===== config.mk =====
export PLATFORM = sky130hd
export DESIGN_NAME = ur_responder
export DESIGN_NICKNAME = d
export VERILOG_FILES = /design/src/logic/ur_pkg.sv /design/src/logic/ur_rx_stage.sv /design/src/logic/ur_header_build.sv /design/src/logic/ur_responder.sv
export VERILOG_INCLUDE_DIRS = /design/src /design/src/include
export SDC_FILE = /design/constraint.sdc
export NUM_CORES = 1
export LEC_CHECK = 0
export BUFFER_PORTS_ARGS = -buffer_cell sky130_fd_sc_hd__buf_4
export CORE_AREA = 2 2 109 111
export CTS_CLUSTER_SIZE = 25
export DETAILED_ROUTE_END_ITERATION = 8
export DIE_AREA = 0 0 111 113
export GPL_TIMING_DRIVEN = 0
export PLACE_DENSITY_LB_ADDON = 0.1
export SYNTH_ARGS = -nofsm -noshare
export SYNTH_HDL_FRONTEND = slang
export SYNTH_SLANG_ARGS = --single-unit

===== constraint.sdc =====
create_clock -name clk -period 1.3 [get_ports clk]
set_clock_uncertainty 0.2 [all_clocks]
set_input_delay 0 -clock clk [delete_from_list [all_inputs] [get_ports clk]]
set_output_delay 0 -clock clk [all_outputs]
set_load 0.02 [all_outputs]

===== src/include/ur_consts.svh =====
/*
 * Unsupported Request responder constants
 * Header and dword widths, format and type codes of the request
 * header, field positions in dword 0 and the fixed completion values.
 */
`ifndef UR_CONSTS_SVH
`define UR_CONSTS_SVH

// --------------------------------------------------
// Widths
// --------------------------------------------------
`define UR_HDR_W            128
`define UR_DW_W             32

// Field positions in dword 0
`define UR_FMT_MSB          31
`define UR_FMT_LSB          29
`define UR_TYPE_MSB         28
`define UR_TYPE_LSB         24

// --------------------------------------------------
// Request format and type codes
// --------------------------------------------------
`define UR_FMT_3DW_RD       3'b000
`define UR_FMT_4DW_RD       3'b001
`define UR_FMT_3DW_WR       3'b010
`define UR_FMT_4DW_WR       3'b011
`define UR_TYPE_MEM         5'b00000
// Top two type bits of Msg and MsgD
`define UR_TYPE_MSG_PREFIX  2'b10

// --------------------------------------------------
// Completion fields
// --------------------------------------------------
`define UR_CPL_FMT          3'b000
`define UR_CPL_TYPE         5'b01010
// Unsupported Request
`define UR_CPL_STATUS       3'b001
`define UR_DEFAULT_BYTE_CNT 12'd4

`endif


===== src/logic/ur_pkg.sv =====
/*
 * Unsupported Request responder types
 * Plain vector types for the packet header, its dwords and the
 * fields that are carried from a request into its completion.
 */
`include "ur_consts.svh"

package ur_pkg;

  // --------------------------------------------------
  // Header containers
  // --------------------------------------------------
  // Four dwords with dword 0 in the low bits
  typedef logic [`UR_HDR_W-1:0] hdr_t;
  typedef logic [`UR_DW_W-1:0]  dword_t;

  // Header fields of dword 0
  typedef logic [2:0]           fmt_t;
  typedef logic [4:0]           pkt_type_t;

  // --------------------------------------------------
  // Identity and configuration
  // --------------------------------------------------
  typedef logic [7:0]           bus_num_t;
  typedef logic [4:0]           dev_num_t;
  // Bus, device and function packed together
  typedef logic [15:0]          req_id_t;

  // --------------------------------------------------
  // Completion fields
  // --------------------------------------------------
  // Extended tag whose two high bits live in dword 0
  typedef logic [9:0]           tag_t;
  typedef logic [11:0]          byte_cnt_t;
  typedef logic [6:0]           lower_addr_t;

endpackage


===== src/logic/ur_rx_stage.sv =====
/*
 * Receive stage of the Unsupported Request responder
 * Sorts each incoming header by format and type. Posted packets
 * (memory writes, Msg, MsgD) are dropped, all others are captured
 * in one register stage together with their strobes and a flag
 * that marks memory reads. Also holds the receive-ready level.
 */
`timescale 1ns/1ps
`include "ur_consts.svh"

module ur_rx_stage (
  input  logic         clk,
  input  logic         rst_n,
  input  ur_pkg::hdr_t rx_header_i,
  input  logic         rx_sop_i,
  input  logic         rx_eop_i,
  input  logic         rx_valid_i,
  output ur_pkg::hdr_t req_hdr_o,
  output logic         req_sop_o,
  output logic         req_valid_o,
  output logic         req_eop_o,
  output logic         req_is_mem_rd_o,
  output logic         rx_ready_o
);

  ur_pkg::dword_t    rx_dw0;
  ur_pkg::fmt_t      rx_fmt;
  ur_pkg::pkt_type_t rx_type;
  logic              is_mem_type;
  logic              is_msg_type;
  logic              is_mem_wr;
  logic              is_msg;
  logic              is_msg_data;
  logic              is_mem_rd;
  logic              drop_pkt;

  // --------------------------------------------------
  // Header decode
  // --------------------------------------------------
  assign rx_dw0  = rx_header_i[`UR_DW_W-1:0];
  assign rx_fmt  = rx_dw0[`UR_FMT_MSB:`UR_FMT_LSB];
  assign rx_type = rx_dw0[`UR_TYPE_MSB:`UR_TYPE_LSB];

  assign is_mem_type = (rx_type == `UR_TYPE_MEM);
  assign is_msg_type = (rx_type[4:3] == `UR_TYPE_MSG_PREFIX);

  // Posted requests never get a completion
  assign is_mem_wr   = is_mem_type &&
                       ((rx_fmt == `UR_FMT_3DW_WR) || (rx_fmt == `UR_FMT_4DW_WR));
  assign is_msg      = is_msg_type && (rx_fmt == `UR_FMT_4DW_RD);
  assign is_msg_data = is_msg_type && (rx_fmt == `UR_FMT_4DW_WR);
  assign drop_pkt    = is_mem_wr || is_msg || is_msg_data;

  // Memory read in 3DW or 4DW format
  assign is_mem_rd   = is_mem_type &&
                       ((rx_fmt == `UR_FMT_3DW_RD) || (rx_fmt == `UR_FMT_4DW_RD));

  // --------------------------------------------------
  // Request register
  // --------------------------------------------------
  // Strobes and flags
  always_ff @(posedge clk or negedge rst_n)
  begin
    if (!rst_n)
    begin
      req_sop_o       <= 1'b0;
      req_eop_o       <= 1'b0;
      req_valid_o     <= 1'b0;
      req_is_mem_rd_o <= 1'b0;
      rx_ready_o      <= 1'b0;
    end
    else
    begin
      req_sop_o       <= drop_pkt ? 1'b0 : rx_sop_i;
      req_eop_o       <= drop_pkt ? 1'b0 : rx_eop_i;
      req_valid_o     <= drop_pkt ? 1'b0 : rx_valid_i;
      req_is_mem_rd_o <= is_mem_rd;
      // Always ready once out of reset
      rx_ready_o      <= 1'b1;
    end
  end

  // Header payload is masked downstream while not valid
  always_ff @(posedge clk)
  begin
    req_hdr_o <= drop_pkt ? '0 : rx_header_i;
  end

endmodule


===== src/logic/ur_header_build.sv =====
/*
 * Completion header builder
 * Turns a registered request header into a four-dword Unsupported
 * Request completion header. Copies requester ID, tag, traffic class
 * and attributes, forms the completer ID from the configured bus and
 * device numbers and computes byte count and lower address.
 * Purely combinational.
 */
`timescale 1ns/1ps
`include "ur_consts.svh"

module ur_header_build (
  input  ur_pkg::hdr_t     req_hdr_i,
  input  logic             req_sop_i,
  input  logic             req_eop_i,
  input  logic             req_valid_i,
  input  logic             req_is_mem_rd_i,
  input  ur_pkg::bus_num_t bus_num_i,
  input  ur_pkg::dev_num_t dev_num_i,
  output ur_pkg::hdr_t     tx_header_o,
  output logic             tx_sop_o,
  output logic             tx_eop_o,
  output logic             tx_valid_o
);

  ur_pkg::dword_t      req_dw0;
  ur_pkg::dword_t      req_dw1;
  ur_pkg::dword_t      req_dw2;
  ur_pkg::dword_t      req_dw3;
  ur_pkg::tag_t        tag;
  logic [2:0]          tc;
  logic [2:0]          attr;
  ur_pkg::req_id_t     requester_id;
  ur_pkg::req_id_t     completer_id;
  ur_pkg::byte_cnt_t   byte_cnt;
  ur_pkg::lower_addr_t lower_addr;
  ur_pkg::dword_t      cpl_dw0;
  ur_pkg::dword_t      cpl_dw1;
  ur_pkg::dword_t      cpl_dw2;
  ur_pkg::dword_t      cpl_dw3;
  ur_pkg::hdr_t        cpl_hdr;

  // --------------------------------------------------
  // Request fields
  // --------------------------------------------------
  assign req_dw0 = req_hdr_i[1*`UR_DW_W-1:0*`UR_DW_W];
  assign req_dw1 = req_hdr_i[2*`UR_DW_W-1:1*`UR_DW_W];
  assign req_dw2 = req_hdr_i[3*`UR_DW_W-1:2*`UR_DW_W];
  assign req_dw3 = req_hdr_i[4*`UR_DW_W-1:3*`UR_DW_W];

  // Tag bits 9 and 8 sit in dword 0, the rest in dword 1
  assign tag          = {req_dw0[23], req_dw0[19], req_dw1[15:8]};
  assign attr         = {req_dw0[18], req_dw0[13:12]};
  assign tc           = req_dw0[22:20];
  assign requester_id = req_dw1[31:16];

  // Function number is always 0
  assign completer_id = {bus_num_i, dev_num_i, 3'b000};

  // Memory reads report the full request size in bytes
  assign byte_cnt = req_is_mem_rd_i ? {req_dw0[9:0], 2'b00} : `UR_DEFAULT_BYTE_CNT;

  // Lower address only for memory reads and taken from the address dword
  always_comb
  begin
    case (req_dw0[31:24])
      {`UR_FMT_3DW_RD, `UR_TYPE_MEM}: lower_addr = {req_dw2[6:2], 2'b00};
      {`UR_FMT_4DW_RD, `UR_TYPE_MEM}: lower_addr = {req_dw3[6:2], 2'b00};
      default:                        lower_addr = '0;
    endcase
  end

  // --------------------------------------------------
  // Completion packing
  // --------------------------------------------------
  // No data, so length stays 0
  assign cpl_dw0 = {`UR_CPL_FMT, `UR_CPL_TYPE, tag[9], tc, tag[8], attr[2],
                    4'h0, attr[1:0], 2'b00, 10'd0};
  // BCM is never set
  assign cpl_dw1 = {completer_id, `UR_CPL_STATUS, 1'b0, byte_cnt};
  assign cpl_dw2 = {requester_id, tag[7:0], 1'b0, lower_addr};
  assign cpl_dw3 = '0;

  assign cpl_hdr = {cpl_dw3, cpl_dw2, cpl_dw1, cpl_dw0};

  // --------------------------------------------------
  // Outputs
  // --------------------------------------------------
  assign tx_valid_o  = req_valid_i;
  assign tx_sop_o    = req_sop_i;
  assign tx_eop_o    = req_eop_i;
  // Header bus is quiet between completions
  assign tx_header_o = req_valid_i ? cpl_hdr : '0;

endmodule


===== src/logic/ur_responder.sv =====
/*
 * Unsupported Request responder
 * Answers every non-posted request header with a UR completion
 * header one clock later. Posted packets are dropped silently.
 */
`timescale 1ns/1ps

module ur_responder (
  input  logic             clk,
  input  logic             rst_n,
  input  ur_pkg::hdr_t     rx_header_i,
  input  logic             rx_sop_i,
  input  logic             rx_eop_i,
  input  logic             rx_valid_i,
  input  ur_pkg::bus_num_t bus_num_i,
  input  ur_pkg::dev_num_t dev_num_i,
  output logic             rx_ready_o,
  output ur_pkg::hdr_t     tx_header_o,
  output logic             tx_sop_o,
  output logic             tx_eop_o,
  output logic             tx_valid_o
);

  ur_pkg::hdr_t req_hdr;
  logic         req_valid;
  logic         req_sop;
  logic         req_eop;
  logic         req_is_mem_rd;

  // Sort and register the request
  ur_rx_stage u_rx_stage (
    .clk             (clk),
    .rst_n           (rst_n),
    .rx_header_i     (rx_header_i),
    .rx_sop_i        (rx_sop_i),
    .rx_eop_i        (rx_eop_i),
    .rx_valid_i      (rx_valid_i),
    .req_hdr_o       (req_hdr),
    .req_sop_o       (req_sop),
    .req_valid_o     (req_valid),
    .req_eop_o       (req_eop),
    .req_is_mem_rd_o (req_is_mem_rd),
    .rx_ready_o      (rx_ready_o)
  );

  // Form the completion from the registered request
  ur_header_build u_header_build (
    .req_hdr_i       (req_hdr),
    .req_sop_i       (req_sop),
    .req_eop_i       (req_eop),
    .req_valid_i     (req_valid),
    .req_is_mem_rd_i (req_is_mem_rd),
    .bus_num_i       (bus_num_i),
    .dev_num_i       (dev_num_i),
    .tx_header_o     (tx_header_o),
    .tx_sop_o        (tx_sop_o),
    .tx_eop_o        (tx_eop_o),
    .tx_valid_o      (tx_valid_o)
  );

endmodule


==> metrics.yaml, run 1 <==
layout:
  post-route-util_pct: 53.37
  finalInstanceArea_mm2: 0.006016
  drive_gt1_share_pct: 49.07
  fin_nets: 787
  antenna_cells: 0
  fill_cells: 1048
  layout-area-overhead-vs-synth_pct: 107.4
synth:
  ys_warn_count: 0
  synth_ff_type: "dfxtp_1"
  synth_top_cell_by_area: "dfxtp_1"
  ys_seq_elements: 65
  yosysTopAreaCellShare_pct: 41.42
  synthCells: 349
  synth_area_mm2: 0.002900
  synthTopCellsByArea: "dfxtp_1 41%, buf_4 18%, and2_1 11%"
  synth_cell_types: 18
  synth_common_cells: "68 x buf_4, 63 x nor2_1, 60 x dfxtp_1"
  synth_edf_count: 0
  synthArstFlopShare_pct: 7.692
  avgSynthCellArea_um2: 8.310
  ys_seq_area_share_pct: 45.73
  synth.most_common_cell: "buf_4"
setup_path:
  slowest_stage: "dfrtp_2"
  start_kind: "register"
  critical_path.top_delay_family: "flip-flops"
  end_kind: "output pin"
  timing.critical_path.buf_inv: 2
  cp_max_fo: 5
  worstPathArrival_ns: 1.37
  critPathKind: "register to output pin"
  critPathRequiredTime_ns: 1.10
  path_cells: "nor4b_4, nand2_2, buf_8, nor2_4, buf_6"
  cp_slowest_stage_delay_ns: 0.40
  critPathLaunch: "u_rx_stage.req_valid_o$_DFF_PN0_"
global_route:
  grt_pass1_wl_um: 13720
  grt_pass1_vias: 2877
  grt_antenna_before_repair: 0
  globalRouteTotalUtil_pct: 13.76
  globalRouteOverflowTotal: 0
  grt_max_degree: 11
timing:
  finalSetupViolations: 120
  finalMaxSlewViolations: 0
  period_share_pct: 121.1
  tightestPinTransition_ns: 0.5018
  finalCriticalPeriod_ns: 1.574
  rsz0062_at_grt: "true"
  final_hold_viol_count: 0
  fmaxAchievable_mhz: 635.3
  max-slew-margin-rel_pct: 66.54
  holdWs_ns: 0.05220
  final.setup.worst_slack_ns: -0.2740
routing:
  drc: 0
  num_vias: 2927
  first_pass_iters: 3
  ant_nets: 0
  viasPerCell: 3.710
  first_iter_violations: 65
  wl_um: 8922
  wl_per_cell_um: 11.31
worst_hold_path:
  hold_path_class: "input pin to register"
  hold_depth: 4
  hold_end: "u_rx_stage.req_hdr_o[30]$_SDFF_PP0_"
  min_from: "rx_header_i[27]"
placed_design:
  dp_hpwl_um: 6196
  post_dp_cell_area_mm2: 0.004456
  place_congestion: 0.7862
  port_buffers: 144
  dpl_worst_slack_ns: -0.2864
die:
  io_pins: 278
  core_mm2: 0.01127
  die_w_um: 111
  dieArea_mm2: 0.01254
  rows: 39
  die_height_um: 113
  initial_core_util_pct: 25.73
power:
  power_density_mw_per_mm2: 989.3
  design_power_total_mw: 5.952
  peakVddDrop_mv: 0.5742
  p_leak_nw: 3.185
clock_network:
  cts-htree-levels: 3
  tritoncts: "yes"
  path_clk_slew_ns: 0.05
  cts_num_sinks: 65
  cts_made_buffers: 9
  cts_buffer_depth: 2
  root_buffer: "clkbuf_16"
outcome:
  status: "finished with violations"
  violations: "negative setup slack"
run:
  maxCapViolCount: 0
[worst max path at each step]
stage / end / slack, ns / cells after the start
2_1_floorplan: tx_header_o[66] / 0.02 / 3
6_report: tx_header_o[66] / -0.27 / 5
3_3_place_gp: tx_header_o[87] / -0.27 / 4
3_5_place_dp: tx_header_o[87] / -0.29 / 4
5_1_grt: tx_header_o[69] / -0.37 / 5
4_1_cts: tx_header_o[87] / -0.30 / 4
[stage by stage]
stage	TNS [ns]	instances
after floorplan	0	413
after global placement	-14.28	700
after detailed placement	-15.19	700
after CTS	-30.69	784
after global routing	-35.78	789
final	-28.72	789
[tightest hold or removal path: stages]
cell and delay, ns:
buf_4 0.08, nand4bb_1 0.11, buf_2 0.19, and3_1 0.16
[layer usage]
metal	GRT usage, %	up-vias	routed length [um]
li1	-	1506	-
met1	15.83	1273	3677
met2	23.89	136	4461
met3	3.428	12	599
met4	6.917	0	183
met5	0	-	0
[state kept, by name (all words and copies together), names as in the netlist]
register                    count
u_rx_stage.rx_ready_o           1
u_rx_stage.req_hdr_o           60
u_rx_stage.req_is_mem_rd_o      1
u_rx_stage.req_valid_o          1
u_rx_stage.req_eop_o            1
u_rx_stage.req_sop_o            1
[logic make-up (layout without fill, tap and decap cells)]
kind of cell	after synthesis	count (layout)	synth area share (%)
buf+inv	91	324	22.09
flops	65	65	45.73
mux	5	5	1.726
other cells	2	66	0.2589
simple gates	185	185	29.94
compound gates	1	1	0.2589
[cells in the final DEF (no fill, tap or decap)]
| master | count |
|---|---|
| buf_4 | 155 |
| conb_1 | 66 |
| dlygate4sd3_1 | 65 |
| buf_6 | 63 |
| dfxtp_1 | 59 |
| nand2_1 | 57 |
| nor2_1 | 57 |
| and2_4 | 45 |
| clkbuf_16 | 12 |
| and3_4 | 10 |
| buf_8 | 9 |
| clkbuf_1 | 8 |
| buf_2 | 6 |
| mux2i_1 | 5 |
| nor2_4 | 5 |
| and2_1 | 4 |
| dfrtp_1 | 4 |
| clkbuf_8 | 2 |
| nor4_4 | 2 |
| clkinv_2 | 2 |
| inv_1 | 1 |
| a21boi_1 | 1 |
| nor4b_4 | 1 |
| nand2_2 | 1 |
| nor2_2 | 1 |
| nand4bb_1 | 1 |
| and3_1 | 1 |
| bufinv_16 | 1 |
| dfxtp_2 | 1 |
| dfrtp_2 | 1 |
[power breakdown]
group          total, mW  switching (mW)  internal (mW)
logic               1.42           0.610          0.811
registers           2.18          0.0485           2.13
clock network       2.35           0.824           1.53
[timing repair]
action,4_1_cts,5_1_grt
setup endpoints to repair,60,119
hold buffers,64,6
endpoints found under the hold margin,69,8
gates cloned,1,2
gates resized for setup,90,65
pin swaps,7,4
setup buffers,4,2
[cell type report]
class | instances | area, um^2 | area share, %
Clock buffer | 13 | 250.2 | 4.160
Clock inverter | 3 | 40.04 | 0.6656
Tap cell | 143 | 178.9 | 2.974
Multi-Input combinational cell | 257 | 1418 | 23.56
Buffer | 89 | 738.2 | 12.27
Sequential cell | 65 | 1329 | 22.09
Inverter | 1 | 3.754 | 0.06240
Timing Repair Buffer | 218 | 2058 | 34.21
Power figures use the tool's default switching activity.
==> run 2: changes to the inputs <==
- SKIP_LAST_GASP: default -> 1
==> run 2 against run 1 <==
Effect of this change:
- via count down 0.65%
- setup slack worse by 0.0019 ns
- sequential power about the same
- worst hold slack worse by 0.0016 ns
- the run still ends with negative setup slack left
- sequential share of layout area up 0.69 points
- power down 1.5%
- fmax down 0.12%
==> metrics.yaml, run 2 (synthesis gave the netlist of run 1 again) <==
routing:
  viasPerCell: 3.686
  ant_nets: 0
  wl_per_cell_um: 11.23
  first_iter_violations: 63
  first_pass_iters: 4
  num_vias: 2908
  wl_um: 8862
  drc: 0
global_route:
  grt_pass1_vias: 2872
  globalRouteTotalUtil_pct: 13.74
  grt_max_degree: 11
  grt_use_met1_pct: 15.90
  grtUsageMet2_pct: 23.68
  grt_pass1_wl_um: 13710
  globalRouteOverflowTotal: 0
  grt_antenna_before_repair: 0
  gr-usage-met3_pct: 3.482
  top_usage_layer: "met2"
power:
  power_density_mw_per_mm2: 1005
  p_leak_nw: 3.096
  peakVddDrop_mv: 0.5748
setup_path:
  critPathLaunch: "u_rx_stage.req_valid_o$_DFF_PN0_"
  critical_path.top_delay_family: "buffers and inverters"
  end_kind: "output pin"
  path_cells: "clkbuf_16, clkbuf_4, and2_1, buf_4"
  cp_slowest_stage_delay_ns: 0.43
  start_kind: "register"
  critPathRequiredTime_ns: 1.10
  slowest_stage: "dfrtp_2"
  timing.critical_path.buf_inv: 3
  cp_max_fo: 9
  critPathKind: "register to output pin"
  worstPathArrival_ns: 1.38
layout:
  drive_gt1_share_pct: 43.96
  fill_cells: 1082
  seqCellArea_mm2: 0.001329
  layout-area-overhead-vs-synth_pct: 101.2
  final_common_cell: "buf_4"
  largest_reg_flops: 60
  fin_nets: 787
  top_register: "u_rx_stage.req_hdr_o"
  antenna_cells: 0
  multi_input_area_mm2: 0.001335
  final_cell_mix: "177 x buf_4, 66 x conb_1, 65 x dlygate4sd3_1, 59 x dfxtp_1"
outcome:
  status: "finished with violations"
  violations: "negative setup slack"
clock_network:
  tritoncts: "yes"
  cts-htree-levels: 3
  root_buffer: "clkbuf_16"
  cts_buffer_depth: 2
  cts_made_buffers: 9
  path_clk_slew_ns: 0.05
  cts_num_sinks: 65
die:
  rows: 39
  io_pins: 278
  die_height_um: 113
  die_w_um: 111
  dieArea_mm2: 0.01254
  initial_core_util_pct: 25.73
  core_mm2: 0.01127
worst_hold_path:
  min_from: "rx_header_i[27]"
  hold_path_class: "input pin to register"
timing:
  final.setup.worst_slack_ns: -0.2758
  fmaxAchievable_mhz: 634.6
  final_hold_viol_count: 0
  max-slew-margin-rel_pct: 65.92
  tightestPinTransition_ns: 0.5112
  holdWs_ns: 0.05057
  finalMaxSlewViolations: 0
  period_share_pct: 121.2
  finalCriticalPeriod_ns: 1.576
  finalSetupViolations: 120
  rsz0062_at_grt: "true"
placed_design:
  place_congestion: 0.7862
  dp_hpwl_um: 6196
  dpl_worst_slack_ns: -0.2864
  port_buffers: 144
run:
  maxCapViolCount: 0
run 2: changes by cell type in the layout (fill, tap and decap cells not counted), sizes merged:
cell | previous run | this run
clkbuf | 22 | 21
buf | 233 | 234
run 2: final timing paths:
path                                                        to  slack (ns)  cells after the start
max                                            tx_header_o[51]       -0.28                      4
min                        u_rx_stage.req_hdr_o[30]$_SDFF_PP0_        0.05                      4
max in group asynchronous     u_rx_stage.req_valid_o$_DFF_PN0_        0.23                      3
min in group asynchronous       u_rx_stage.req_eop_o$_DFF_PN0_        0.43                      3
run 2: timing repair:
item / CTS / global route
hold buffers: 64 / 6
pin swaps: 7 / 4
cloned: 1 / 2
buffers inserted: 4 / 2
gates resized for setup: 64 / 35
endpoints found under the hold margin: 69 / 8
endpoints found under the setup margin: 60 / 119
run 2: where the power goes:
part	internal [mW]	switching, mW	total (mW)
combinational	0.734	0.595	1.33
sequential	2.13	0.0449	2.17
clock	1.53	0.830	2.36
run 2: layout make-up:
type / count / share of cell area [%]
inverters: 1 / 0.06434
flip-flops and latches: 65 / 22.77
plain buffers: 89 / 12.67
multi-input cells: 257 / 22.88
clock buffers: 13 / 4.289
repair buffers: 218 / 33.56
well taps: 143 / 3.067
clock inverters: 3 / 0.6863
run 2: stage by stage:
stage / TNS, ns / util (%) / cells / power [mW] / cell area (um^2)
floorplan: 0 / - / 413 / 2.849 / 3196
global placement: -14.28 / 39.53 / 700 / 3.237 / 4456
detailed placement: -15.19 / 39.53 / 700 / 3.248 / 4456
CTS: -30.97 / 50.39 / 784 / 5.878 / 5680
global route: -36.32 / 51.76 / 789 / 6.135 / 5834
finish: -29.04 / 51.76 / 789 / 5.862 / 5834
run 2: routing by layer:
layer  share of wire [%]  up-vias  wire length (um)
li1                    -     1506                 -
met1                  41     1252              3668
met2                  49      138              4334
met3                 7.6       12               672
met4                 2.1        0               185
met5                   0        -                 0
==> run 3: changes to the inputs <==
- ABC_AREA: default -> 1
- CORE_AREA: 2 2 109 111 -> 2 2 108 110
- DIE_AREA: 0 0 111 113 -> 0 0 110 112
==> run 3 against run 2 <==
Effect of this change:
- sequential share of layout area down 0.18 points
- global-route usage down 0.54 points
- sequential power about the same
- area after synthesis up 3.9%
- final area up 0.79%
- worst hold slack worse by 0.015 ns
- largest power group unchanged
- clock-buffer cell count down 3
- first-iteration DRC count down 19%
- the run still ends with negative setup slack left
- clock power up 2%
- via count up 3.3%
- core utilization up 0.87 points
==> metrics.yaml, run 3 <==
timing:
  final.setup.worst_slack_ns: -0.2708
  fmaxAchievable_mhz: 636.6
  final_hold_viol_count: 0
  finalSetupViolations: 124
  period_share_pct: 120.8
  finalMaxSlewViolations: 0
  holdWs_ns: 0.03571
  rsz0062_at_grt: "true"
  finalCriticalPeriod_ns: 1.571
global_route:
  grt_max_degree: 13
  grt_pass1_wl_um: 12650
  top_usage_layer: "met2"
  grt_antenna_before_repair: 0
  grt_use_met1_pct: 14.02
  grt_pass1_vias: 2863
  globalRouteTotalUtil_pct: 13.20
  globalRouteOverflowTotal: 0
  grtUsageMet2_pct: 24.95
  gr-usage-met3_pct: 3.220
die:
  rows: 39
  die_w_um: 110
  initial_core_util_pct: 26.97
  die_height_um: 112
  core_mm2: 0.01117
  dieArea_mm2: 0.01232
  io_pins: 278
layout:
  layout-area-overhead-vs-synth_pct: 95.10
  largest_reg_flops: 60
  finalInstanceArea_mm2: 0.005881
  drive_gt1_share_pct: 42.48
  antenna_cells: 0
  fin_nets: 859
  post-route-util_pct: 52.63
  top_register: "u_rx_stage.req_hdr_o"
  final_cell_mix: "194 x buf_4, 108 x inv_1, 66 x conb_1, 65 x dlygate4sd3_1, 60 x dfxtp_1"
  final_common_cell: "buf_4"
synth:
  synth_edf_count: 0
  ys_seq_area_share_pct: 44.00
  synth_common_cells: "121 x inv_1, 74 x nor2_1, 68 x buf_4"
  synth_cell_types: 17
  synthTopCellsByArea: "dfxtp_1 40%, buf_4 17%, inv_1 15%"
  synth_top_cell_by_area: "dfxtp_1"
  synth_ff_type: "dfxtp_1"
  yosysTopAreaCellShare_pct: 39.85
  synthArstFlopShare_pct: 7.692
  synth_area_mm2: 0.003014
  ys_warn_count: 0
  synthCells: 420
  avgSynthCellArea_um2: 7.177
  synth.most_common_cell: "inv_1"
  ys_seq_elements: 65
placed_design:
  post_dp_cell_area_mm2: 0.004556
  dpl_worst_slack_ns: -0.2020
  dp_hpwl_um: 5856
  port_buffers: 144
  place_congestion: 0.7081
worst_hold_path:
  hold_path_class: "input pin to register"
setup_path:
  critPathKind: "register to output pin"
  end_kind: "output pin"
  start_kind: "register"
  worstPathArrival_ns: 1.37
  path_cells: "nor2_1, nand2_2, nor2_4, nand2_2, a21oi_2, buf_6"
  timing.critical_path.buf_inv: 1
  cp_slowest_stage_delay_ns: 0.29
  critPathRequiredTime_ns: 1.10
  slowest_stage: "dfxtp_1"
  critical_path.top_delay_family: "simple AND/OR/NAND/NOR gates"
  critPathMostFrequentCell: "nand2_2"
  cp_max_fo: 5
power:
  peakVddDrop_mv: 0.4783
  power_density_mw_per_mm2: 1008
  p_leak_nw: 3.448
  design_power_total_mw: 5.929
clock_network:
  path_clk_slew_ns: 0.05
  tritoncts: "yes"
  cts_made_buffers: 9
  cts_buffer_depth: 2
  root_buffer: "clkbuf_16"
  cts_num_sinks: 65
  cts-htree-levels: 3
routing:
  drc: 0
  viasPerCell: 3.490
  wl_um: 8162
  ant_nets: 0
  wl_per_cell_um: 9.480
  num_vias: 3005
  first_pass_iters: 4
  first_iter_violations: 51
run:
  maxCapViolCount: 0
outcome:
  violations: "negative setup slack"
  status: "finished with violations"
==> run 3: changes by cell type after synthesis, moves of 6 or more <==
cell	previous run	this run
nor2_2	0	6
clkbuf_1	12	3
inv_1	1	121
and3_1	11	0
nand3_1	0	6
nor2_1	63	74
and2_1	49	0
a21oi_1	0	6
==> run 3: timing repair <==
item / in CTS / in global routing
setup endpoints to repair: 60 / 125
resized for setup: 59 / 31
cloned: 2 / 1
pin swaps: 1 / 7
setup buffers: 5 / 2
hold endpoints to repair: 69 / 6
hold buffers: 65 / 5
==> run 3: layout make-up <==
class | instances | area (um^2)
Clock buffer | 10 | 239.0
Clock inverter | 6 | 65.06
Buffer | 81 | 673.1
Tap cell | 143 | 178.9
Timing Repair Buffer | 217 | 1916
Inverter | 121 | 457.9
Multi-Input combinational cell | 218 | 1022
Fill cell | 1098 | 5294
Sequential cell | 65 | 1329
==> run 3: logic make-up after synthesis <==
logic type | after synthesis | share of synthesized area [%]
AND/OR/NAND/NOR | 144 | 18.80
other | 2 | 0.2492
buffers and inverters | 202 | 35.41
flip-flops | 65 | 44.00
AO/OA/AOI/OAI | 7 | 1.536
==> run 3: final timing paths <==
check / cells past startpoint / end / slack (ns) / startpoint
min in group asynchronous: 3 / u_rx_stage.req_eop_o$_DFF_PN0_ / 0.42 / rst_n
hold / removal: 6 / u_rx_stage.req_hdr_o[70]$_SDFF_PP0_ / 0.04 / rx_header_i[27]
setup / recovery: 6 / tx_header_o[69] / -0.27 / u_rx_stage.req_hdr_o[25]$_SDFF_PP0_
max in group asynchronous: 3 / u_rx_stage.req_is_mem_rd_o$_DFF_PN0_ / 0.25 / rst_n
==> run 3: routing by layer <==
metal  vias to the layer above  share of wire (%)
met2                       111                 53
met3                         6                8.2
met1                      1284                 38
met4                         0               0.72
li1                       1604                  -
met5                         -                  0
==> run 3: power breakdown <==
group          leakage, nW  internal [mW]  switching, mW
sequential           0.565           2.13         0.0373
combinational         2.74          0.708          0.645
clock                0.145           1.54          0.875
==> run 3: stage by stage <==
step	cells	TNS, ns
after floorplan	484	0
after global placement	771	-6.340
after detailed placement	771	-6.488
after CTS	859	-24.52
after global routing	861	-25.79
final	861	-18.92
==> run 3: worst min-delay path, stage by stage <==
cell and delay, ns:
buf_4 0.09, nor2_1 0.04, nand2_1 0.10, o21ai_4 0.08
buf_12 0.15, nor2_1 0.07
